**src/vec_alu_pkg.sv**
```systemverilog
// Shared widths, data types, opcode enum and instruction field positions
// for the three-stage vector integer ALU pipeline.
// Modules pull these in with a wildcard import in the body and use
// scoped names for port types.

package vec_alu_pkg;

  // ----------------------------------------------------------------------
  // datapath geometry
  // ----------------------------------------------------------------------
  localparam int DLEN_W        = 128;
  localparam int LANE_W        = 64;
  localparam int NUM_LANES     = DLEN_W / LANE_W;
  localparam int XLEN_W        = 64;
  localparam int LANE_ELEM_MAX = LANE_W / 8;      // elements per lane at sew 8
  localparam int MAX_ELEMS     = DLEN_W / 8;      // elements per register at sew 8

  // ----------------------------------------------------------------------
  // instruction fields
  // ----------------------------------------------------------------------
  localparam int FUNCT6_LSB = 26;
  localparam int FUNCT6_W   = 6;
  localparam int RS1_LSB    = 15;
  localparam int RS1_W      = 5;                  // also the simm5 field
  localparam int FUNCT3_LSB = 12;
  localparam int FUNCT3_W   = 3;

  // operand forms
  localparam logic [FUNCT3_W-1:0] OPIVV = 3'b000;
  localparam logic [FUNCT3_W-1:0] OPIVX = 3'b100;
  localparam logic [FUNCT3_W-1:0] OPIVI = 3'b011;

  // supported funct6 encodings
  localparam logic [FUNCT6_W-1:0] F6_VADD  = 6'b000000;
  localparam logic [FUNCT6_W-1:0] F6_VSUB  = 6'b000010;
  localparam logic [FUNCT6_W-1:0] F6_VAND  = 6'b001001;
  localparam logic [FUNCT6_W-1:0] F6_VOR   = 6'b001010;
  localparam logic [FUNCT6_W-1:0] F6_VXOR  = 6'b001011;
  localparam logic [FUNCT6_W-1:0] F6_VMSEQ = 6'b011000;
  localparam logic [FUNCT6_W-1:0] F6_VMSLT = 6'b011011;

  // ----------------------------------------------------------------------
  // types
  // ----------------------------------------------------------------------
  typedef logic [DLEN_W-1:0]                  dlen_t;
  typedef logic [LANE_W-1:0]                  lane_t;
  typedef logic [XLEN_W-1:0]                  xlen_t;
  typedef logic [31:0]                        inst_t;
  typedef logic [$clog2(MAX_ELEMS+1)-1:0]     vl_t;    // 0 .. 16 elements
  typedef logic [5:0]                         tag_t;
  typedef logic [6:0]                         rnid_t;
  typedef logic [LANE_ELEM_MAX-1:0]           lane_en_t;
  typedef logic [MAX_ELEMS-1:0]               mask_t;

  typedef enum logic [1:0] {
    SEW_8  = 2'd0,
    SEW_16 = 2'd1,
    SEW_32 = 2'd2,
    SEW_64 = 2'd3
  } sew_e;

  typedef enum logic [2:0] {
    OP_ADD  = 3'd0,
    OP_SUB  = 3'd1,
    OP_AND  = 3'd2,
    OP_OR   = 3'd3,
    OP_XOR  = 3'd4,
    OP_MSEQ = 3'd5,
    OP_MSLT = 3'd6,
    OP_NONE = 3'd7   // unsupported funct6, reported done without a write
  } alu_op_e;

endpackage

```
**src/vec_alu_writeback_stage.sv**
```systemverilog
// Ex2 stage of the vector ALU pipeline.
// Presents the ex2 registers as the register write and the done report.
// Compares write the mask result; OP_NONE reports done but never writes.

`timescale 1ns/1ps

module vec_alu_writeback_stage (
  input  logic                 i_ex2_valid,
  input  vec_alu_pkg::alu_op_e i_ex2_op,
  input  vec_alu_pkg::tag_t    i_ex2_tag,
  input  vec_alu_pkg::rnid_t   i_ex2_wr_rnid,
  input  vec_alu_pkg::dlen_t   i_ex2_vec_result,
  input  vec_alu_pkg::dlen_t   i_ex2_mask_result,
  output logic                 o_wr_valid,
  output vec_alu_pkg::rnid_t   o_wr_rnid,
  output vec_alu_pkg::dlen_t   o_wr_data,
  output logic                 o_done_valid,
  output vec_alu_pkg::tag_t    o_done_tag
);

  import vec_alu_pkg::*;

  logic w_is_cmp;

  assign w_is_cmp = (i_ex2_op == OP_MSEQ) || (i_ex2_op == OP_MSLT);

  // register write
  assign o_wr_valid = i_ex2_valid & (i_ex2_op != OP_NONE);  // no write for unsupported op
  assign o_wr_rnid  = i_ex2_wr_rnid;
  assign o_wr_data  = w_is_cmp ? i_ex2_mask_result : i_ex2_vec_result;

  // done report, every surviving instruction
  assign o_done_valid = i_ex2_valid;
  assign o_done_tag   = i_ex2_tag;

endmodule
```
**config.mk**
```make
export PLATFORM = sky130hd
export DESIGN_NAME = vec_alu_writeback_stage
export DESIGN_NICKNAME = d
export VERILOG_FILES = /design/src/vec_alu_pkg.sv /design/src/vec_alu_writeback_stage.sv
export SDC_FILE = /design/constraint.sdc
export NUM_CORES = 1
export LEC_CHECK = 0
export BUFFER_PORTS_ARGS = -buffer_cell sky130_fd_sc_hd__buf_2
export CAP_MARGIN = 10
export CORE_AREA = 2 2 162 164
export DETAILED_ROUTE_END_ITERATION = 6
export DIE_AREA = 0 0 164 166
export PLACE_DENSITY = 0.32
export SLEW_MARGIN = 0
export SYNTH_ARGS = -nofsm -noshare
export SYNTH_HDL_FRONTEND = slang
export SYNTH_SLANG_ARGS = --single-unit
```
**constraint.sdc**
```tcl
create_clock -name vclk -period 1.6
set_clock_uncertainty 0.15 [all_clocks]
set_input_delay 0.32 -clock vclk [all_inputs]
set_output_delay 0.32 -clock vclk [all_outputs]
set_load 0.005 [all_outputs]
```
# Yosys cells after proc, flatten, opt, wreduce, memory -nomap -nowiden
# Cells that the tools add are included.
dict set report totals {
  in_bits 273
  ff_bits 0
}
dict set report classes {
  eq_ne 3
  n_reduce_logical 1
  mux 1
  n_bitwise 1
}
# op n
set op_table {}
lappend op_table {{two-way mux 128 bit} 1}
lappend op_table {{equality test 3 bit (second input constant)} 2}
lappend op_table {{!= test 3 bit (second input constant)} 1}
lappend op_table {{bitwise AND 1 bit} 1}
lappend op_table {{logical OR 1 bit} 1}

# Logic depth before layout (Yosys ltp)
# Gate-level depths: netlist (run 1).
dict set report logic_depth {
  depth_word 3
  mapped_depth 5
  ltp_nobuf 3
}

# Worst setup path after synthesis (run 1)
# OpenSTA, ideal clock, no wires.
dict set report synth_path {
  path_type {input port to output port}
  start {in i_ex2_op[0]}
  end {out o_wr_data[101]}
  stages 5
  slack_ns -0.072
  required_ns 1.130
  arrival_ns 1.202
  cell_sequence {xor2_1 nand2_1 buf_4 buf_6 mux2_2}
}
dict set report synth_between {
  elab_chain_cells 3
}
# element line_no
set synth_lines {}
lappend synth_lines {{start: declaration} vec_alu_writeback_stage.sv:9} ;# input vec_alu_pkg::alu_op_e i_ex2_op,
lappend synth_lines {{equality test 3 bit} vec_alu_writeback_stage.sv:25} ;# assign w_is_cmp = (i_ex2_op == OP_MSEQ) || (i_ex2_op == OP_MSLT);
lappend synth_lines {{logical OR 1 bit *} vec_alu_writeback_stage.sv:25}
lappend synth_lines {{two-way mux 128 bit *} vec_alu_writeback_stage.sv:30} ;# assign o_wr_data = w_is_cmp ? i_ex2_mask_result : i_ex2_vec_result;
lappend synth_lines {{end: declaration} vec_alu_writeback_stage.sv:16} ;# output vec_alu_pkg::dlen_t o_wr_data,
# Every way passes the cells marked *; elsewhere a longest branch is shown, timed or not.

# Worst setup path in the final report (run 1)
dict set report layout_path {
  start {in i_ex2_op[0]}
  end {out o_wr_data[29]}
}
# The elaborated chain is that of the path after synthesis.

==> results of run 1 <==
## synthesized netlist by cell type, drive strengths merged
master  instances  area (um^2)
xor2            1         8.76
buf            28          259
mux2          128         1440
nand2           1         3.75
a31oi           1         6.26
inv             1         3.75
## power by group
group          switching (mW)  leakage (nW)  internal, mW  total (mW)
logic                   0.557          2.90          1.17        1.72
clock network               0             0             0           0
registers                   0             0             0           0
total                   0.557          2.90          1.17        1.72
## cell families (layout without fill, tap and decap cells)
family	Yosys count	count (layout)	synth area share, %
AO/OA/AOI/OAI	1	1	0.363
XOR/XNOR	1	1	0.508
buffers and inverters	29	420	15.3
multiplexers	128	128	83.7
AND/OR/NAND/NOR	1	1	0.218
## per-stage QoR
step	instance area [um^2]	setup WS, ns
after global placement	4190	-0.434
after CTS	4710	-0.413
final	5120	-0.382
after global routing	5120	-0.430
after floorplan	1780	-0.0692
after detailed placement	4190	-0.417
## metal layers
layer | up-vias | wire, um | global-route usage (%)
met2 | 216 | 6260 | 14.6
li1 | 1366 | - | -
met1 | 1287 | 4210 | 7.78
met4 | 4 | 133 | 0.801
met5 | - | 32 | 0
met3 | 12 | 1200 | 1.32
## critical path: cells and delay by family
family | cells | cell delay (ns)
buf+inv | 5 | 0.64
mux | 1 | 0.29
xor+xnor | 1 | 0.17
simple gates | 1 | 0.08
## worst max path at each step
stage | to | slack [ns]
finish | o_wr_data[29] | -0.38
global route | o_wr_data[107] | -0.43
CTS | o_wr_data[74] | -0.41
detailed placement | o_wr_data[85] | -0.42
global placement | o_wr_data[81] | -0.43
floorplan | o_wr_data[100] | -0.07
## area by class of cell
cell class	instances	area [um^2]
inverters	1	3.75
repair buffers	419	2880
well taps	335	419
fillers	2868	20500
multi-input cells	131	1820
## repair_timing
action | CTS | global route
hold buffers | 0 | 0
endpoints found under the hold margin | 0 | 0
buffers inserted | 4 | 0
pin swaps | 2 | 2
setup endpoints to repair | 128 | 128
cloned | 1 | 1
gates resized for setup | 97 | 85
==> impl_summary.log, run 1 <==
[metrics] drt pass-1 iters: 4
[metrics] upper clock frequency limit: just over 500 MHz
[metrics] number of non-filler instances in the completed layout: 886
[metrics] growth of design area from synthesis to finish: 197%
[metrics] routed wire length: 11800 um
[metrics] routed vias: around 2900
[metrics] hold violation total from the final report: 0
[metrics] utilization after layout: between 10% and 20%
[metrics] 1st-iter DRT viols: 53
[metrics] relative slew slack: 90.8%
[metrics] class of the most critical setup path: in -> out
[metrics] starting density of the core: under 10%
[metrics] total track usage: 7.21%
[metrics] arrival time worst endpoint: ~1.5 ns
[metrics] final clock period utilization by the worst path: 124%
[metrics] share of post-route cells with drive strength above 1: between 90 and 100%
[metrics] drt wl/cell: approximately 13 um
[metrics] Startpoint Class: input port
[metrics] Overall Power: approximately 1.7 mW
[metrics] number of pins with negative max-slew slack in the final report: 0
[metrics] core region area: 25600 um^2
[metrics] width of the die: about 160 um
[metrics] PnR worst setup slack: -0.382 ns
[metrics] detail-routed via count per cell: roughly 3.3
[metrics] Die Footprint: ~27000 um^2
[metrics] HPWL after detailed placement: around 10000 um
[metrics] setup repair after global routing missed its margin: true
[metrics] master of the slowest instance on the critical path: sky130_fd_sc_hd__mux2_4
[metrics] violated checks: negative setup slack
[metrics] Min-Delay Endpoint: o_done_tag[1]
[metrics] share of synthesized area occupied by flip-flops and latches: 0%
[metrics] antenna diode instance count: 0
[metrics] number of global-route vias before repair: roughly 2900
[metrics] count of unresolved DRC violations after routing: 0
[metrics] wire length of the first global-routing pass: 15500 um
[metrics] time the worst path needs with I/O delays and setup: between 1.5 and 2 ns
[metrics] cell count after placement: 882
[metrics] count of pins on the block boundary: 416
[metrics] worst hold slack: just under 0.5 ns
[metrics] max-cap violation count: 0
[metrics] FP Rows: 59
[metrics] Die Span Y: about 170 um
[metrics] Hold Crit Class: in -> out
[metrics] number of sequential cells: 0
[metrics] setup TNS: -41.33 ns
[metrics] last weighted congestion value of the routability-driven placer: just over 0.8
[metrics] Worst Path Required: between 1 and 1.5 ns
[metrics] Layout Nets: a little over 800
[metrics] element type at the critical path end: output port
[metrics] most frequent cells in the layout: 306 x sky130_fd_sc_hd__buf_2, 90 x sky130_fd_sc_hd__buf_6, 88 x sky130_fd_sc_hd__mux2_4, 40 x sky130_fd_sc_hd__mux2_2, 10 x sky130_fd_sc_hd__buf_12
[metrics] maximum vdd drop: roughly 0.12 mV
[metrics] count of yosys warnings during synthesis: 0
[metrics] buffers added on ports: between 300 and 400
[metrics] Seq. cell area: 0 um^2
[metrics] antenna violations before repair: 2
[metrics] worst setup path startpoint: i_ex2_op[0]
[metrics] result of the run: finished with violations
[metrics] antenna-violating nets left: 0
[metrics] Worst Hold Depth: 0
[metrics] power density of the placed cells: ~340 nW/um^2
[metrics] count of cell types in the netlist: 7
[metrics] reported leakage power: just under 3 nW
[metrics] pin count of the biggest net entering global routing: 16
[metrics] crit-path cells: buf_8 -> xor2_4 -> nand2_4 -> buf_12 -> buf_12 -> buf_6 -> mux2_4 -> buf_6
[metrics] final setup violation count: 128
[metrics] most common cell after layout, fill and taps aside: sky130_fd_sc_hd__buf_2
[metrics] post-synth net total: approximately 430
[metrics] summed instance area of the synthesized netlist: ~1700 um^2
[metrics] worst-path maximum fanout: 7
[metrics] hold path startpoint: i_ex2_tag[1]
[metrics] pin slew with the least headroom to its limit: ~0.14 ns
[metrics] GRT Residual Overflow: 0
[metrics] clock buffer count: 0
[metrics] mean area per synthesized cell: ~11 um^2
[metrics] worst stage delay on the critical path: approximately 0.29 ns
[metrics] Gate Count Post-Synth: 160
No activity file was read; power rests on OpenSTA's default activity.
==> run 2: changes to the inputs <==
Settings changed: PLACE_DENSITY 0.32 to 0.38.
==> run 2 against run 1 <==
The run still ends with negative setup slack left. Global-route usage down 0.23 points. Critical path type unchanged. Highest routed layer is now met4. Critical path depth down 1. Sequential share of layout area unchanged. Sequential cell count unchanged. Final cell count up 0.23%. Count of clock-buffer cells in the layout unchanged. Routed wire length down 6.3%.
==> impl_summary.log, run 2 (same netlist as run 1, synthesis figures left out) <==
[metrics] Die Span Y: 166 um (unchanged)
[metrics] count of pins on the block boundary: 416 (unchanged)
[metrics] GRT Residual Overflow: 0 (unchanged)
[metrics] Post-Route M1 WL: 3670 um (-13%)
[metrics] number of buffers and inverters on the critical path: 4 (-1)
[metrics] 1st-iter DRT viols: 21 (-60%)
[metrics] Seq. cell area: 0 um^2 (unchanged)
[metrics] final design area excluding fillers: 4330 um^2 (-16%)
[metrics] time the worst path needs with I/O delays and setup: 1.96 ns (-0.0193 ns)
[metrics] setup repair after global routing missed its margin: true
[metrics] growth of design area from synthesis to finish: 151%
[metrics] worst-path maximum fanout: 17 (+10)
[metrics] last weighted congestion value of the routability-driven placer: 0.757 (-6.8%)
[metrics] class of the most critical setup path: in -> out
[metrics] crit-path cells: buf_6 -> xor2_2 -> nand2_4 -> buf_12 -> buf_12 -> mux2_2 -> buf_2
[metrics] routed wire length: 11100 um (-6.3%)
[metrics] number of pins with negative max-slew slack in the final report: 0 (unchanged)
[metrics] number of non-filler instances in the completed layout: 888 (+0.23%)
[metrics] Worst Path Required: 1.13 ns (about the same)
[metrics] buffers added on ports: 390 (unchanged)
[metrics] routed vias: 2828 (-2.0%)
[metrics] pre-CTS setup slack: -0.410 ns (+0.00687 ns)
[metrics] Hold Crit Class: in -> out
[metrics] hold bufs inserted after CTS: 0 (unchanged)
[metrics] Layout Nets: 826 (unchanged)
[metrics] delay-heaviest family, CP: buffers and inverters
[metrics] antenna violations before repair: 1 (-1)
[metrics] FP Rows: 59 (unchanged)
[metrics] width of the die: 164 um (unchanged)
[metrics] reported leakage power: 2.41 nW (-17%)
[metrics] cell count after placement: 882 (unchanged)
[metrics] most common cell type on the critical path: sky130_fd_sc_hd__buf_12
[metrics] most frequent cells in the layout: 381 x sky130_fd_sc_hd__buf_2, 100 x sky130_fd_sc_hd__mux2_2, 28 x sky130_fd_sc_hd__mux2_4, 19 x sky130_fd_sc_hd__buf_4, 14 x sky130_fd_sc_hd__buf_6
[metrics] final clock period utilization by the worst path: 123% (-1.2 points)
[metrics] starting density of the core: 6.73% (unchanged)
[metrics] Worst Hold Depth: 0 (unchanged)
[metrics] HPWL after detailed placement: 10100 um (+1.9%)
[metrics] number of global-route vias before repair: 2863 (-1.8%)
[metrics] result of the run: finished with violations
[metrics] max-cap violation count: 0 (unchanged)
[metrics] arrival time worst endpoint: 1.49 ns (-0.02 ns)
[metrics] total track usage: 6.97% (-0.23 points)
[metrics] pin slew with the least headroom to its limit: 0.163 ns (+0.0259 ns)
[metrics] detail-routed via count per cell: 3.18 (-2.2%)
[metrics] violated checks: negative setup slack
[metrics] drt wl/cell: 12.5 um (-6.6%)
[metrics] most common cell after layout, fill and taps aside: sky130_fd_sc_hd__buf_2
[metrics] logic depth of the worst path, buffers included: 7 (-1)
[metrics] pin count of the biggest net entering global routing: 18 (+2)
[metrics] antenna-violating nets left: 0 (unchanged)
[metrics] relative slew slack: 89.1% (-1.7 points)
[metrics] count of unresolved DRC violations after routing: 0 (unchanged)
[metrics] power density of the placed cells: 305 nW/um^2 (-9.5%)
[metrics] top routing layer in use: met4
[metrics] Startpoint Class: input port
[metrics] number of sequential cells: 0 (unchanged)
[metrics] worst stage delay on the critical path: 0.34 ns (+0.05 ns)
[metrics] clock buffer count: 0 (unchanged)
[metrics] maximum vdd drop: 0.101 mV (-19%)
[metrics] element type at the critical path end: output port
[metrics] core region area: 25600 um^2 (unchanged)
[metrics] met3 routed WL: 1130 um (-5.6%)
[metrics] drt pass-1 iters: 3 (-1)
[metrics] standard cell area after detailed placement: 4130 um^2 (-1.5%)
[metrics] wire length of the first global-routing pass: 14900 um (-4.0%)
[metrics] setup TNS: -40.33 ns (+1.00 ns)
[metrics] hold violation total from the final report: 0 (unchanged)
[metrics] wire length on met2: 6110 um (-2.4%)
[metrics] share of post-route cells with drive strength above 1: 99.6% (unchanged)
[metrics] PnR worst setup slack: -0.363 ns (+0.0193 ns)
[metrics] upper clock frequency limit: 509 MHz (+0.98%)
[metrics] Die Footprint: 27200 um^2 (unchanged)
[metrics] master of the slowest instance on the critical path: sky130_fd_sc_hd__mux2_2
[metrics] final setup violation count: 128 (unchanged)
[run 2: final timing paths]
path / start / slack [ns] / end
hold / removal: i_ex2_tag[3] / 0.49 / o_done_tag[3]
setup / recovery: i_ex2_op[0] / -0.36 / o_wr_data[61]
[run 2: final cells by class]
class | instances | area (um^2)
Fill cell | 2930 | 21300
Timing Repair Buffer | 419 | 2320
Multi-Input combinational cell | 131 | 1580
Tap cell | 335 | 419
Antenna cell | 2 | 5.00
Inverter | 1 | 3.75
[run 2: what timing repair did]
action	4_1_cts	5_1_grt
setup buffers	3	0
resized for setup	19	13
setup endpoints to repair	128	128
cloned	0	1
endpoints found under the hold margin	0	0
[run 2: per-stage QoR]
step	hold WS [ns]	power [mW]	utilization, %
global route	0.490	1.43	16.9
global placement	0.490	1.25	16.1
floorplan	0.557	0.580	-
CTS	0.490	1.31	16.6
finish	0.490	1.32	16.9
detailed placement	0.490	1.25	16.1
[run 2: routing by layer]
metal | global-route usage [%] | vias up
met3 | 0.849 | 12
met1 | 6.89 | 1214
li1 | - | 1367
met5 | 0 | -
met2 | 15.1 | 235
met4 | 1.03 | 0
[run 2: report_power, final]
part / leakage [nW] / switching [mW] / internal [mW] / total, mW
clock network: 0.0000127 / 0 / 0.000000167 / 0.000000167
logic: 2.41 / 0.462 / 0.857 / 1.32
registers: 0 / 0 / 0 / 0
