[config.mk]
export PLATFORM = sky130hd
export DESIGN_NAME = vec_alu_operand_stage
export DESIGN_NICKNAME = d
export VERILOG_FILES = /design/src/vec_alu_pkg.sv /design/src/vec_alu_operand_stage.sv
export SDC_FILE = /design/constraint.sdc
export NUM_CORES = 1
export LEC_CHECK = 0
export BUFFER_PORTS_ARGS = -buffer_cell sky130_fd_sc_hd__buf_2
export CORE_AREA = 2 2 352 354
export DETAILED_ROUTE_END_ITERATION = 16
export DIE_AREA = 0 0 354 356
export GPL_TIMING_DRIVEN = 0
export PLACE_DENSITY_LB_ADDON = 0.08
export SYNTH_ARGS = -nofsm -noshare
export SYNTH_HDL_FRONTEND = slang
export SYNTH_SLANG_ARGS = --single-unit
[constraint.sdc]
create_clock -name i_clk -period 0.8 [get_ports i_clk]
set_input_delay 0.12 -clock i_clk [delete_from_list [all_inputs] [get_ports i_clk]]
set_output_delay 0.12 -clock i_clk [all_outputs]
set_load 0.005 [all_outputs]
[src/vec_alu_pkg.sv]
// Shared widths, data types, opcode enum and instruction field positions
// for the three-stage vector integer ALU pipeline.
// Modules pull these in with a wildcard import in the body and use
// scoped names for port types.

package vec_alu_pkg;

  // ----------------------------------------------------------------------
  // datapath geometry
  // ----------------------------------------------------------------------
  localparam int DLEN_W        = 128;
  localparam int LANE_W        = 64;
  localparam int NUM_LANES     = DLEN_W / LANE_W;
  localparam int XLEN_W        = 64;
  localparam int LANE_ELEM_MAX = LANE_W / 8;      // elements per lane at sew 8
  localparam int MAX_ELEMS     = DLEN_W / 8;      // elements per register at sew 8

  // ----------------------------------------------------------------------
  // instruction fields
  // ----------------------------------------------------------------------
  localparam int FUNCT6_LSB = 26;
  localparam int FUNCT6_W   = 6;
  localparam int RS1_LSB    = 15;
  localparam int RS1_W      = 5;                  // also the simm5 field
  localparam int FUNCT3_LSB = 12;
  localparam int FUNCT3_W   = 3;

  // operand forms
  localparam logic [FUNCT3_W-1:0] OPIVV = 3'b000;
  localparam logic [FUNCT3_W-1:0] OPIVX = 3'b100;
  localparam logic [FUNCT3_W-1:0] OPIVI = 3'b011;

  // supported funct6 encodings
  localparam logic [FUNCT6_W-1:0] F6_VADD  = 6'b000000;
  localparam logic [FUNCT6_W-1:0] F6_VSUB  = 6'b000010;
  localparam logic [FUNCT6_W-1:0] F6_VAND  = 6'b001001;
  localparam logic [FUNCT6_W-1:0] F6_VOR   = 6'b001010;
  localparam logic [FUNCT6_W-1:0] F6_VXOR  = 6'b001011;
  localparam logic [FUNCT6_W-1:0] F6_VMSEQ = 6'b011000;
  localparam logic [FUNCT6_W-1:0] F6_VMSLT = 6'b011011;

  // ----------------------------------------------------------------------
  // types
  // ----------------------------------------------------------------------
  typedef logic [DLEN_W-1:0]                  dlen_t;
  typedef logic [LANE_W-1:0]                  lane_t;
  typedef logic [XLEN_W-1:0]                  xlen_t;
  typedef logic [31:0]                        inst_t;
  typedef logic [$clog2(MAX_ELEMS+1)-1:0]     vl_t;    // 0 .. 16 elements
  typedef logic [5:0]                         tag_t;
  typedef logic [6:0]                         rnid_t;
  typedef logic [LANE_ELEM_MAX-1:0]           lane_en_t;
  typedef logic [MAX_ELEMS-1:0]               mask_t;

  typedef enum logic [1:0] {
    SEW_8  = 2'd0,
    SEW_16 = 2'd1,
    SEW_32 = 2'd2,
    SEW_64 = 2'd3
  } sew_e;

  typedef enum logic [2:0] {
    OP_ADD  = 3'd0,
    OP_SUB  = 3'd1,
    OP_AND  = 3'd2,
    OP_OR   = 3'd3,
    OP_XOR  = 3'd4,
    OP_MSEQ = 3'd5,
    OP_MSLT = 3'd6,
    OP_NONE = 3'd7   // unsupported funct6, reported done without a write
  } alu_op_e;

endpackage

[src/vec_alu_operand_stage.sv]
// Ex0 stage of the vector ALU pipeline.
// Decodes funct6/funct3, builds operand A from vs1, the scalar or the
// 5-bit immediate, and registers the instruction into ex1.
// A flush in the issue cycle drops the instruction at the ex1 register.

`timescale 1ns/1ps

module vec_alu_operand_stage (
  input  logic                i_clk,
  input  logic                i_reset_n,
  input  logic                i_ex0_valid,
  input  vec_alu_pkg::inst_t  i_ex0_inst,
  input  vec_alu_pkg::tag_t   i_ex0_tag,
  input  vec_alu_pkg::vl_t    i_ex0_vl,
  input  vec_alu_pkg::sew_e   i_ex0_sew,
  input  vec_alu_pkg::rnid_t  i_ex0_wr_rnid,
  input  vec_alu_pkg::dlen_t  i_ex0_vs1_data,
  input  vec_alu_pkg::dlen_t  i_ex0_vs2_data,
  input  vec_alu_pkg::dlen_t  i_ex0_old_data,
  input  vec_alu_pkg::xlen_t  i_ex0_rs1_data,
  input  logic                i_flush,
  output logic                o_ex1_valid,
  output vec_alu_pkg::alu_op_e o_ex1_op,
  output vec_alu_pkg::sew_e   o_ex1_sew,
  output vec_alu_pkg::vl_t    o_ex1_vl,
  output vec_alu_pkg::tag_t   o_ex1_tag,
  output vec_alu_pkg::rnid_t  o_ex1_wr_rnid,
  output vec_alu_pkg::dlen_t  o_ex1_op_a,
  output vec_alu_pkg::dlen_t  o_ex1_vs2,
  output vec_alu_pkg::dlen_t  o_ex1_old
);

  import vec_alu_pkg::*;

  logic [FUNCT6_W-1:0] w_funct6;
  logic [FUNCT3_W-1:0] w_funct3;
  logic [RS1_W-1:0]    w_simm5;
  alu_op_e             w_op;
  xlen_t               w_scalar;
  dlen_t               w_splat;
  dlen_t               w_op_a;

  assign w_funct6 = i_ex0_inst[FUNCT6_LSB +: FUNCT6_W];
  assign w_funct3 = i_ex0_inst[FUNCT3_LSB +: FUNCT3_W];
  assign w_simm5  = i_ex0_inst[RS1_LSB +: RS1_W];

  // ----------------------------------------------------------------------
  // decode
  // ----------------------------------------------------------------------
  always_comb begin
    case (w_funct6)
      F6_VADD:  w_op = OP_ADD;
      F6_VSUB:  w_op = OP_SUB;
      F6_VAND:  w_op = OP_AND;
      F6_VOR:   w_op = OP_OR;
      F6_VXOR:  w_op = OP_XOR;
      F6_VMSEQ: w_op = OP_MSEQ;
      F6_VMSLT: w_op = OP_MSLT;
      default:  w_op = OP_NONE;
    endcase
  end

  // ----------------------------------------------------------------------
  // operand A
  // ----------------------------------------------------------------------
  assign w_scalar = (w_funct3 == OPIVI) ?
                    {{(XLEN_W-RS1_W){w_simm5[RS1_W-1]}}, w_simm5} :  // sign-extended imm
                    i_ex0_rs1_data;

  // truncate to sew, then replicate across the register
  always_comb begin
    case (i_ex0_sew)
      SEW_8:   w_splat = {(DLEN_W/8){w_scalar[7:0]}};
      SEW_16:  w_splat = {(DLEN_W/16){w_scalar[15:0]}};
      SEW_32:  w_splat = {(DLEN_W/32){w_scalar[31:0]}};
      default: w_splat = {(DLEN_W/XLEN_W){w_scalar}};
    endcase
  end

  assign w_op_a = (w_funct3 == OPIVX || w_funct3 == OPIVI) ? w_splat : i_ex0_vs1_data;

  // ----------------------------------------------------------------------
  // ex1 register
  // ----------------------------------------------------------------------
  always_ff @(posedge i_clk or negedge i_reset_n) begin
    if (!i_reset_n) begin
      o_ex1_valid <= 1'b0;
    end else begin
      o_ex1_valid <= i_ex0_valid & ~i_flush;  // killed in ex0
    end
  end

  always_ff @(posedge i_clk) begin
    o_ex1_op      <= w_op;
    o_ex1_sew     <= i_ex0_sew;
    o_ex1_vl      <= i_ex0_vl;
    o_ex1_tag     <= i_ex0_tag;
    o_ex1_wr_rnid <= i_ex0_wr_rnid;
    o_ex1_op_a    <= w_op_a;
    o_ex1_vs2     <= i_ex0_vs2_data;
    o_ex1_old     <= i_ex0_old_data;
  end

endmodule

# Yosys cells after proc, flatten, opt, wreduce, memory -nomap -nowiden

Index checks and enable logic that the tools add are counted.

Bits of input ports: 504
Logic and storage cells: 28
Register bits after elaboration: 408

Bitwise gates (word level): 2
Reductions and logical operators: 3
Mux-type cells: 4
Equality and inequality tests: 10

Operators by type and width:

| cell                                          | count |
|---|---|
| one-hot mux 128 bit (3 select lines)          | 1 |
| two-way mux 128 bit                           | 1 |
| two-way mux 64 bit                            | 1 |
| one-hot mux 3 bit (7 select lines)            | 1 |
| == test 6 x 4 -> 1 bit, second input constant | 3 |
| == test 6 x 5 -> 1 bit, second input constant | 2 |
| == test 6 x 2 -> 1 bit, second input constant | 1 |
| zero test 6 bit                               | 1 |
| == test 3 x 2 -> 1 bit, second input constant | 1 |
| == test 3 bit, second input constant          | 1 |
| == test 2 x 1 -> 1 bit, second input constant | 1 |
| == test 2 bit, second input constant          | 1 |
| zero test 2 bit                               | 1 |
| bitwise AND 1 bit                             | 1 |
| logical OR 1 bit                              | 1 |
| NOT 1 bit                                     | 1 |

# Logic depth before layout (Yosys ltp)

Gate-level depths: netlist of run 1.

Word-level depth: 4
Gate-level depth with buffers: 7
Depth with buffers taken out: 4

# Least setup slack after synthesis of run 1

OpenSTA, ideal clock, no wires.

Path kind: input to register
Start point: input i_ex0_sew[1]
End point: register o_ex1_op_a[43]
Stages on the path: 5
Library setup time: 115 ps
Data required time: 685 ps
Arrival time: 1365 ps
Setup slack: -679 ps
Cell sequence: buf_2 mux2_2 mux4_2 or2_1 o21a_1

Word-level cells in the longest chain between the ends: 3
Elaborated cells on any way between the ends: 5
Classes of those cells: eq/ne: 2; mux: 2; reduce/logical: 1

Ends and longest elaborated chain:

| element                                  | line                        | RTL |
|---|---|---|
| from (decl)                              | vec_alu_operand_stage.sv:15 | `input vec_alu_pkg::sew_e i_ex0_sew,` |
| == test 2 bit (tied with other cells)    | vec_alu_operand_stage.sv:72 | `case (i_ex0_sew)` |
| one-hot mux 128 bit (3 select lines) (*) | vec_alu_operand_stage.sv:72 |  |
| two-way mux 128 bit (*)                  | vec_alu_operand_stage.sv:80 | `assign w_op_a = (w_funct3 == OPIVX \|\| w_funct3 == OPIVI) ? w_splat : i_ex0_vs1_data;` |
| named net w_op_a[43]                     | vec_alu_operand_stage.sv:41 | `dlen_t w_op_a;` |
| to (signal assigned)                     | vec_alu_operand_stage.sv:99 | `o_ex1_op_a <= w_op_a;` |
| to (decl)                                | vec_alu_operand_stage.sv:28 | `output vec_alu_pkg::dlen_t o_ex1_op_a,` |

Mark *: on every way through the listed nets, which the timed path passes. The rest lies on a longest branch.

# Final worst setup path of run 1

Start point: register o_ex1_vs2[99]
End point: output o_ex1_vs2[99]

RTL lines:

| element                | line                         | RTL |
|---|---|---|
| from (decl)            | vec_alu_operand_stage.sv:29  | `output vec_alu_pkg::dlen_t o_ex1_vs2,` |
| from (signal assigned) | vec_alu_operand_stage.sv:100 | `o_ex1_vs2 <= i_ex0_vs2_data;` |

No word-level cell between the ends.

==> results of run 1 <==
placed cells by master, fill, tap and decap left out, drive strengths merged, types with 4 or more instances in the layout:
cell type / instances
inv: 5
o31ai: 5
nand2: 60
clkinv: 17
o21a: 26
dlygate4sd3: 442
clkinvlp: 5
nand3b: 5
o311ai: 4
a211oi: 16
a21oi: 42
clkbuf: 87
nor3: 9
o221ai: 7
a211o: 6
mux2: 5
dfxtp: 407
or2: 6
o22ai: 7
a21o: 59
bufinv: 7
nor3b: 4
nor2: 55
a221o: 6
buf: 1029
and2: 6
nor2b: 4
nand3: 7
a31oi: 10
o21ai: 21
diode: 16
mux2i: 18
o22a: 4
kinds of logic after synthesis:
group                  Yosys count  share of synthesized area, %
flip-flops                     408                          73.3
AO/OA/AOI/OAI                  229                          14.4
buffers and inverters           54                          2.15
multiplexers                    25                          2.52
XOR/XNOR                         1                        0.0786
AND/OR/NAND/NOR                173                          7.51
sequential cells by signal (all words and copies together) (netlist names):
name,count
o_ex1_op,3
o_ex1_valid,1
o_ex1_op_a,128
o_ex1_tag,6
o_ex1_vs2,128
o_ex1_vl,5
o_ex1_wr_rnid,7
o_ex1_sew,2
o_ex1_old,128
cell type report:
type                       instances  area share (%)
antenna                           16           0.140
buffer                            43            2.48
clock buffer                      73            5.46
clock inverter                    30            1.35
inverter                           4          0.0785
multi-input combinational        428            14.2
sequential                       408            29.5
tap                             1637            7.14
timing repair buffer            1442            39.7
repair_timing:
item | in CTS | in global routing
hold buffers | 443 | 7
buffers inserted | 74 | 35
setup endpoints to repair | 528 | 538
pin swaps | 67 | 51
gates cloned | 4 | 4
resized for setup | 570 | 244
hold endpoints to repair | 409 | 23
per-layer routing:
layer  track usage (%)  part of all wire [%]
met1              14.4                    37
met2              25.4                    51
met3              5.39                   8.3
met4              4.68                   3.5
met5                 0                  0.24
through the flow:
step	hold slack [ns]	power (uW)	TNS, ns	area (um^2)
global route	-0.233	62100	-193.21	28700
global placement	-0.104	28900	-135.02	18200
finish	-0.199	59300	-165.94	28700
CTS	-0.117	60000	-193.16	27500
detailed placement	-0.104	28800	-134.57	18200
floorplan	-0.176	24400	-44.64	11700
worst min path at each step:
| stage | end | start | slack [ns] |
|---|---|---|---|
| after CTS | o_ex1_op_a[122] | i_ex0_rs1_data[58] | -0.12 |
| after detailed placement | o_ex1_valid | i_reset_n | -0.10 |
| after global placement | o_ex1_valid | i_reset_n | -0.10 |
| after global routing | o_ex1_op[2] | i_ex0_inst[30] | -0.23 |
| after floorplan | o_ex1_valid | i_reset_n | -0.18 |
| final | o_ex1_op[2] | i_ex0_inst[30] | -0.20 |
power breakdown:
group | internal [uW] | switching [uW]
registers | 21900 | 535
logic | 5820 | 4340
clock network | 16100 | 10600
==> flow_metrics.env, run 1 <==
export IMPL_outcome="complete, but fails checks"
export IMPL_failed_checks="hold timing, setup timing"
export IMPL_synth_common_cells="407 x dfxtp_1, 60 x nand2_1, 59 x a21o_1"
export IMPL_clock_root_buffer="clkbuf_16"
export IMPL_cap_violations=0
export IMPL_max_freq_ghz=0.802
export IMPL_hp_class="primary input to flip-flop"
export IMPL_first_iter_violations=446
export IMPL_cp_endpoint="o_ex1_vs2[99]"
export IMPL_final_setup_viol_count=520
export IMPL_synthTopCellsByArea="dfxtp_1 73%, a21o_1 4.0%, nand2_1 2.0%"
export IMPL_place_port_buffers=893
export IMPL_die_h_um=356
export IMPL_gp_congestion=0.850
export IMPL_drc_errors=0
export IMPL_critPathBufInv=1
export IMPL_cts_made_buffers=56
export IMPL_powerDensity_mw_per_mm2=2070
export IMPL_ant_nets=0
export IMPL_yosys_warnings=0
export IMPL_synth_most_common_cell="dfxtp_1"
export IMPL_via_per_inst=3.21
export IMPL_firstDrtPassIters=5
export IMPL_syn_inst=890
export IMPL_synthToLayoutAreaGrowth_pct=157
export IMPL_final_layout_size_suffix_gt1_share_pct=63.0
export IMPL_critPathRequiredTime_ns=0.68
export IMPL_syn_area_mm2=0.0111
export IMPL_synth_top_area_cell="dfxtp_1"
export IMPL_final_core_util_pct=23.4
export IMPL_area_sequential_mm2=0.00847
export IMPL_ys_seq_elements=408
export IMPL_cts_tree="built"
export IMPL_startpoint="o_ex1_vs2[99]"
export IMPL_vias=13089
export IMPL_wl_mm=92.6
export IMPL_overflow=0
export IMPL_syn_nets=1394
export IMPL_clkSinkCount=408
export IMPL_finalNetCount=2887
export IMPL_dp_hpwl_mm=75.1
export IMPL_htree_levels=2
export IMPL_avgSynthCellArea_um2=12.5
export IMPL_io_pins=912
export IMPL_clockBufferDepth=3
export IMPL_synth_edf_count=0
export IMPL_ys_seq_area_share_pct=73.3
export IMPL_async_flop_share_pct=0.245
export IMPL_synth_top_cell_area_share_pct=73.1
export IMPL_max_stage_delay_ns=0.36
export IMPL_path_delay_family="flip-flops"
export IMPL_fin_cells=4081
export IMPL_die_area_mm2=0.126
export IMPL_grt_pass1_wl_mm=120
export IMPL_hold_viol_final=9
export IMPL_cp_start_kind="flip-flop"
export IMPL_tightest_slew_ns=0.444
export IMPL_hold_depth=2
export IMPL_vdd_drop_max_v=0.00153
export IMPL_num_rows=129
export IMPL_worstPathMaxFanout=1
export IMPL_cpMaxStageDelayCell="dfxtp_2"
export IMPL_wl_per_cell_um=22.7
export IMPL_finalCritPeriodShare_pct=156
export IMPL_fill_cells=13307
export IMPL_dp_cells=3420
export IMPL_finalCriticalPeriod_ns=1.25
export IMPL_timing_final_ws_setup_ns=-0.447
export IMPL_crit_cells=1
export IMPL_holdWs_ns=-0.199
export IMPL_cp_arrival_ns=1.13
export IMPL_worst_setup_path_end_kind="primary output"
export IMPL_yosysUniqueCellTypes=60
export IMPL_antenna_found_initial=43
export IMPL_grt_max_degree=16
export IMPL_start_util_pct=9.09
export IMPL_place_ws_ns=-1.63
export IMPL_grt_setup_unrepaired="yes"
export IMPL_synth_flop_cell="dfxtp_1"
export IMPL_path_cells="buf_2"
export IMPL_multi_input_area_mm2=0.00406
export IMPL_grt_pass1_vias=14063
export IMPL_drv_slew=0
export IMPL_fp_coreArea_mm2=0.123
export IMPL_grt_usage_pct=13.9
export IMPL_clk_pin_slew_ns=0.06
export IMPL_path_class="flip-flop to primary output"
export IMPL_fp_dieW_um=354
export IMPL_max_slew_margin_pct=70.0
export IMPL_leakagePower_uw=0.0128
No activity file was read; power rests on OpenSTA's default activity.
==> run 2: changes to the inputs <==
--- a/config.mk
+++ b/config.mk
@@ -11,6 +11,7 @@
 export DIE_AREA = 0 0 354 356
 export GPL_TIMING_DRIVEN = 0
 export PLACE_DENSITY_LB_ADDON = 0.08
+export SETUP_SLACK_MARGIN = 0.5
 export SYNTH_ARGS = -nofsm -noshare
 export SYNTH_HDL_FRONTEND = slang
 export SYNTH_SLANG_ARGS = --single-unit
==> run 2 against run 1 <==
  * The run still ends with hold timing, setup timing left
  * Largest cell class unchanged
  * Highest routed layer unchanged
  * Combinational power about the same
  * Die area did not move
  * Global-route usage increased by 0.34 points
==> flow_metrics.env, run 2 (synthesis results as in run 1) <==
export IMPL_synthToLayoutAreaGrowth_pct=156
export IMPL_fill_cells=13263
export IMPL_gp_congestion=0.836
export IMPL_final_common_cell="buf_2"
export IMPL_path_class="flip-flop to primary output"
export IMPL_start_util_pct=9.09
export IMPL_hold_viol_final=137
export IMPL_leakagePower_uw=0.0127
export IMPL_antenna_found_initial=50
export IMPL_firstDrtPassIters=6
export IMPL_fp_dieW_um=354
export IMPL_dp_hpwl_mm=76.5
export IMPL_clockBufferDepth=3
export IMPL_final_layout_size_suffix_gt1_share_pct=71.9
export IMPL_timing_final_ws_setup_ns=-0.451
export IMPL_cts_made_buffers=54
export IMPL_worst_setup_path_end_kind="primary output"
export IMPL_setup_tns_ns=-167.11
export IMPL_clkSinkCount=408
export IMPL_path_delay_family="flip-flops"
export IMPL_cp_start_kind="flip-flop"
export IMPL_num_rows=129
export IMPL_drc_errors=0
export IMPL_reg_top3="o_ex1_old (128), o_ex1_op_a (128), o_ex1_vs2 (128)"
export IMPL_die_area_mm2=0.126
export IMPL_die_h_um=356
export IMPL_wl_per_cell_um=23.8
export IMPL_max_stage_delay_ns=0.36
export IMPL_drv_slew=0
export IMPL_cts_tree="built"
export IMPL_max_freq_ghz=0.799
export IMPL_hp_class="primary input to flip-flop"
export IMPL_htree_levels=2
export IMPL_critPathRequiredTime_ns=0.68
export IMPL_final_setup_viol_count=529
export IMPL_place_port_buffers=893
export IMPL_grt_usage_pct=14.2
export IMPL_max_slew_margin_pct=73.5
export IMPL_io_pins=912
export IMPL_ant_nets=0
export IMPL_holdWs_ns=-0.326
export IMPL_grt_setup_unrepaired="yes"
export IMPL_critPathBufInv=1
export IMPL_first_iter_violations=380
export IMPL_vdd_drop_max_v=0.00151
export IMPL_finalNetCount=2758
export IMPL_p_total_uw=59600
export IMPL_cap_violations=0
export IMPL_vias=12731
export IMPL_overflow=0
export IMPL_cp_arrival_ns=1.13
export IMPL_cpMaxStageDelayCell="dfxtp_4"
export IMPL_worstPathMaxFanout=1
export IMPL_via_per_inst=3.22
export IMPL_multi_input_area_mm2=0.00438
export IMPL_grt_max_degree=16
export IMPL_path_cells="buf_6"
export IMPL_clk_pin_slew_ns=0.06
export IMPL_finalCriticalPeriod_ns=1.25
export IMPL_area_sequential_mm2=0.00855
export IMPL_layout_common_cells="647 x buf_2, 287 x buf_6, 285 x dfxtp_2, 281 x dlygate4sd3_1, 117 x dfxtp_1"
export IMPL_hold_buffers=289
export IMPL_grt_pass1_wl_mm=121
export IMPL_wl_mm=94.2
export IMPL_grt_pass1_vias=13726
export IMPL_finalCritPeriodShare_pct=156
export IMPL_fp_coreArea_mm2=0.123
export IMPL_tightest_slew_ns=0.390
export IMPL_powerDensity_mw_per_mm2=2090
export IMPL_clock_root_buffer="clkbuf_16"
export IMPL_failed_checks="hold timing, setup timing"
export IMPL_outcome="complete, but fails checks"
## run 2: changes by cell type in the layout (fill, tap and decap cells not counted), sizes merged
cell,change
diode,-1
bufinv,+2
buf,+18
inv,-3
clkinv,-5
dlymetal6s4s,+8
clkbuf,+12
clkinvlp,-1
dlygate4sd3,-161
## run 2: power breakdown
group	switching (uW)	internal (uW)	leakage (uW)
clock network	10000	16800	0.000973
logic	4420	5890	0.00826
registers	541	21900	0.00345
## run 2: final timing paths
kind,start,end,slack (ns),depth (start not counted)
max in group asynchronous,i_reset_n,o_ex1_valid,0.90,2
min in group asynchronous,i_reset_n,o_ex1_valid,-0.19,2
worst min-delay path,i_ex0_vs1_data[9],o_ex1_op_a[9],-0.33,2
worst max-delay path,o_ex1_vs2[34],o_ex1_vs2[34],-0.45,1
## run 2: final cells by class
type | count | area share [%]
Sequential cell | 408 | 29.9
Tap cell | 1637 | 7.17
Buffer | 50 | 3.38
Antenna cell | 15 | 0.131
Multi-Input combinational cell | 428 | 15.3
Clock inverter | 23 | 1.35
Inverter | 4 | 0.0788
Clock buffer | 77 | 5.60
Timing Repair Buffer | 1308 | 37.1
## run 2: stage by stage
step	setup slack (ns)	cells	utilization (%)	cell area, um^2
2_1_floorplan	-0.608	890	-	11900
3_3_place_gp	-1.59	3420	15.0	18400
3_5_place_dp	-1.55	3420	15.0	18400
4_1_cts	-0.540	3912	22.3	27300
5_1_grt	-0.504	3940	23.3	28600
6_report	-0.451	3950	23.3	28600
## run 2: repair_timing
| item | 4_1_cts | 5_1_grt |
|---|---|---|
| buffers inserted | 93 | 21 |
| endpoints found under the setup margin | 538 | 547 |
| gates resized for setup | 698 | 249 |
| cloned | 10 | 2 |
| pin swaps | 90 | 66 |
| hold endpoints to repair | 409 | 136 |
## run 2: layer usage
metal / routed length, um / GRT usage, %
met5: 220 / 0
met4: 2040 / 3.28
met3: 7690 / 5.00
met2: 50600 / 27.0
met1: 33600 / 14.8
==> run 3: changes to the inputs <==
--- a/config.mk
+++ b/config.mk
@@ -11,6 +11,7 @@
 export DIE_AREA = 0 0 354 356
 export GPL_TIMING_DRIVEN = 0
 export PLACE_DENSITY_LB_ADDON = 0.08
+export RECOVER_POWER = 50
 export SETUP_SLACK_MARGIN = 0.5
 export SYNTH_ARGS = -nofsm -noshare
 export SYNTH_HDL_FRONTEND = slang
==> run 3 against run 2 <==
  * The flow still finishes with violations (hold timing, setup timing)
  * Sequential power about the same
  * Die area unchanged
  * Final cell count about the same
  * Maximum frequency grew 0.30%
  * Critical path type unchanged
  * Highest routed layer unchanged
  * Power hardly changed
  * Largest cell class unchanged
  * Core utilization hardly changed
  * Global-route usage is the same
  * Non-clock buffer count is the same
  * Worst hold slack about the same
  * Worst setup slack gained 0.0037 ns
  * Flip-flop and latch count unchanged
  * Clock-buffer cell count unchanged
==> flow_metrics.env, run 3 (synthesis results as in run 1) <==
export IMPL_via_per_inst=3.22
export IMPL_hold_buffers=289
export IMPL_grt_max_degree=16
export IMPL_grt_pass1_vias=13726
export IMPL_holdPathEnd="o_ex1_op_a[9]"
export IMPL_layout_common_cells="642 x buf_2, 287 x buf_6, 285 x dfxtp_2, 281 x dlygate4sd3_1, 117 x dfxtp_1"
export IMPL_path_delay_family="flip-flops"
export IMPL_max_slew_margin_pct=73.5
export IMPL_worstPathMaxFanout=1
export IMPL_synthToLayoutAreaGrowth_pct=156
export IMPL_first_iter_violations=380
export IMPL_firstDrtPassIters=6
export IMPL_drv_slew=0
export IMPL_max_freq_ghz=0.802
export IMPL_fp_coreArea_mm2=0.123
export IMPL_grt_setup_unrepaired="yes"
export IMPL_num_rows=129
export IMPL_ant_nets=0
export IMPL_fp_dieW_um=354
export IMPL_cts_tree="built"
export IMPL_timing_final_ws_setup_ns=-0.447
export IMPL_path_class="flip-flop to primary output"
export IMPL_final_core_util_pct=23.3
export IMPL_final_setup_viol_count=531
export IMPL_cp_arrival_ns=1.13
export IMPL_path_cells="buf_6"
export IMPL_gp_congestion=0.836
export IMPL_powerDensity_mw_per_mm2=2090
export IMPL_drc_errors=0
export IMPL_hp_class="primary input to flip-flop"
export IMPL_cp_start_kind="flip-flop"
export IMPL_hold_start="i_ex0_vs1_data[9]"
export IMPL_tightest_slew_ns=0.390
export IMPL_hold_depth=2
export IMPL_max_stage_delay_ns=0.36
export IMPL_grt_pass1_wl_mm=121
export IMPL_finalCritPeriodShare_pct=156
export IMPL_finalNetCount=2758
export IMPL_die_area_mm2=0.126
export IMPL_area_sequential_mm2=0.00855
export IMPL_start_util_pct=9.09
export IMPL_holdWs_ns=-0.326
export IMPL_fin_cells=3949
export IMPL_final_layout_size_suffix_gt1_share_pct=71.7
export IMPL_grt_usage_pct=14.2
export IMPL_reg_top3="o_ex1_old (128), o_ex1_op_a (128), o_ex1_vs2 (128)"
export IMPL_wl_per_cell_um=23.8
export IMPL_worst_setup_path_end_kind="primary output"
export IMPL_overflow=0
export IMPL_multi_input_area_mm2=0.00438
export IMPL_vias=12708
export IMPL_failed_checks="hold timing, setup timing"
export IMPL_cap_violations=0
export IMPL_cpMaxStageDelayCell="dfxtp_4"
export IMPL_critPathRequiredTime_ns=0.68
export IMPL_wl_mm=94.1
export IMPL_antenna_found_initial=47
export IMPL_leakagePower_uw=0.0126
export IMPL_final_common_cell="buf_2"
export IMPL_io_pins=912
export IMPL_outcome="complete, but fails checks"
export IMPL_place_port_buffers=893
export IMPL_clockBufferDepth=3
export IMPL_dp_cells=3420
export IMPL_clk_pin_slew_ns=0.06
export IMPL_htree_levels=2
export IMPL_cts_made_buffers=54
export IMPL_fill_cells=13268
export IMPL_vdd_drop_max_v=0.00150
export IMPL_clock_root_buffer="clkbuf_16"
export IMPL_finalCriticalPeriod_ns=1.25
export IMPL_clkSinkCount=408
export IMPL_dp_hpwl_mm=76.5
export IMPL_die_h_um=356
export IMPL_place_ws_ns=-1.55
export IMPL_critPathBufInv=1
export IMPL_hold_viol_final=132
## run 3: cell count changes in the layout (fill, tap and decap cells not counted), sizes merged
cell / delta
clkdlybuf4s25: +8
dlymetal6s4s: -8
buf: -5
clkbuf: +5
diode: -1
## run 3: per-layer routing
layer  GRT usage (%)  routed length [um]  vias to the layer above
li1                -                   -                     5862
met1            14.8               33800                     6122
met2            27.0               50600                      565
met3            5.00                7500                      125
met4            3.28                1990                       34
met5               0                 220                        -
## run 3: worst max-delay path by stage
| stage | from | endpoint | slack, ns | cells past startpoint |
|---|---|---|---|---|
| 2_1_floorplan | i_ex0_sew[1] | o_ex1_op_a[107] | -0.61 | 5 |
| 3_3_place_gp | i_ex0_sew[0] | o_ex1_op_a[40] | -1.59 | 6 |
| 3_5_place_dp | i_ex0_sew[1] | o_ex1_op_a[40] | -1.55 | 6 |
| 4_1_cts | o_ex1_old[88] | o_ex1_old[88] | -0.54 | 1 |
| 5_1_grt | o_ex1_old[88] | o_ex1_old[88] | -0.50 | 1 |
| 6_report | o_ex1_old[88] | o_ex1_old[88] | -0.45 | 1 |
## run 3: layout make-up
| cell class | count | share of cell area [%] |
|---|---|---|
| antenna | 14 | 0.123 |
| buffer | 50 | 3.38 |
| clock buffer | 77 | 5.60 |
| clock inverter | 23 | 1.35 |
| inverter | 4 | 0.0789 |
| multi-input combinational | 428 | 15.3 |
| sequential | 408 | 29.9 |
| tap | 1637 | 7.17 |
| timing repair buffer | 1308 | 37.0 |
## run 3: per-stage QoR
| step | power [uW] | TNS [ns] | instance area [um^2] |
|---|---|---|---|
| after floorplan | 24500 | -44.64 | 11900 |
| after global placement | 28900 | -133.81 | 18400 |
| after detailed placement | 28900 | -133.92 | 18400 |
| after CTS | 60400 | -191.51 | 27300 |
| after global routing | 62300 | -192.11 | 28500 |
| final | 59600 | -167.00 | 28500 |
## run 3: report_power, final
| part | total, uW | switching, uW | internal (uW) |
|---|---|---|---|
| sequential | 22500 | 539 | 21900 |
| clock | 26800 | 10000 | 16800 |
| combinational | 10300 | 4430 | 5880 |
## run 3: what timing repair did
item | CTS | global route
setup buffers | 93 | 21
pin swaps | 90 | 66
gates cloned | 10 | 2
hold endpoints to repair | 409 | 136
endpoints found under the setup margin | 538 | 547
gates resized for setup | 698 | 249
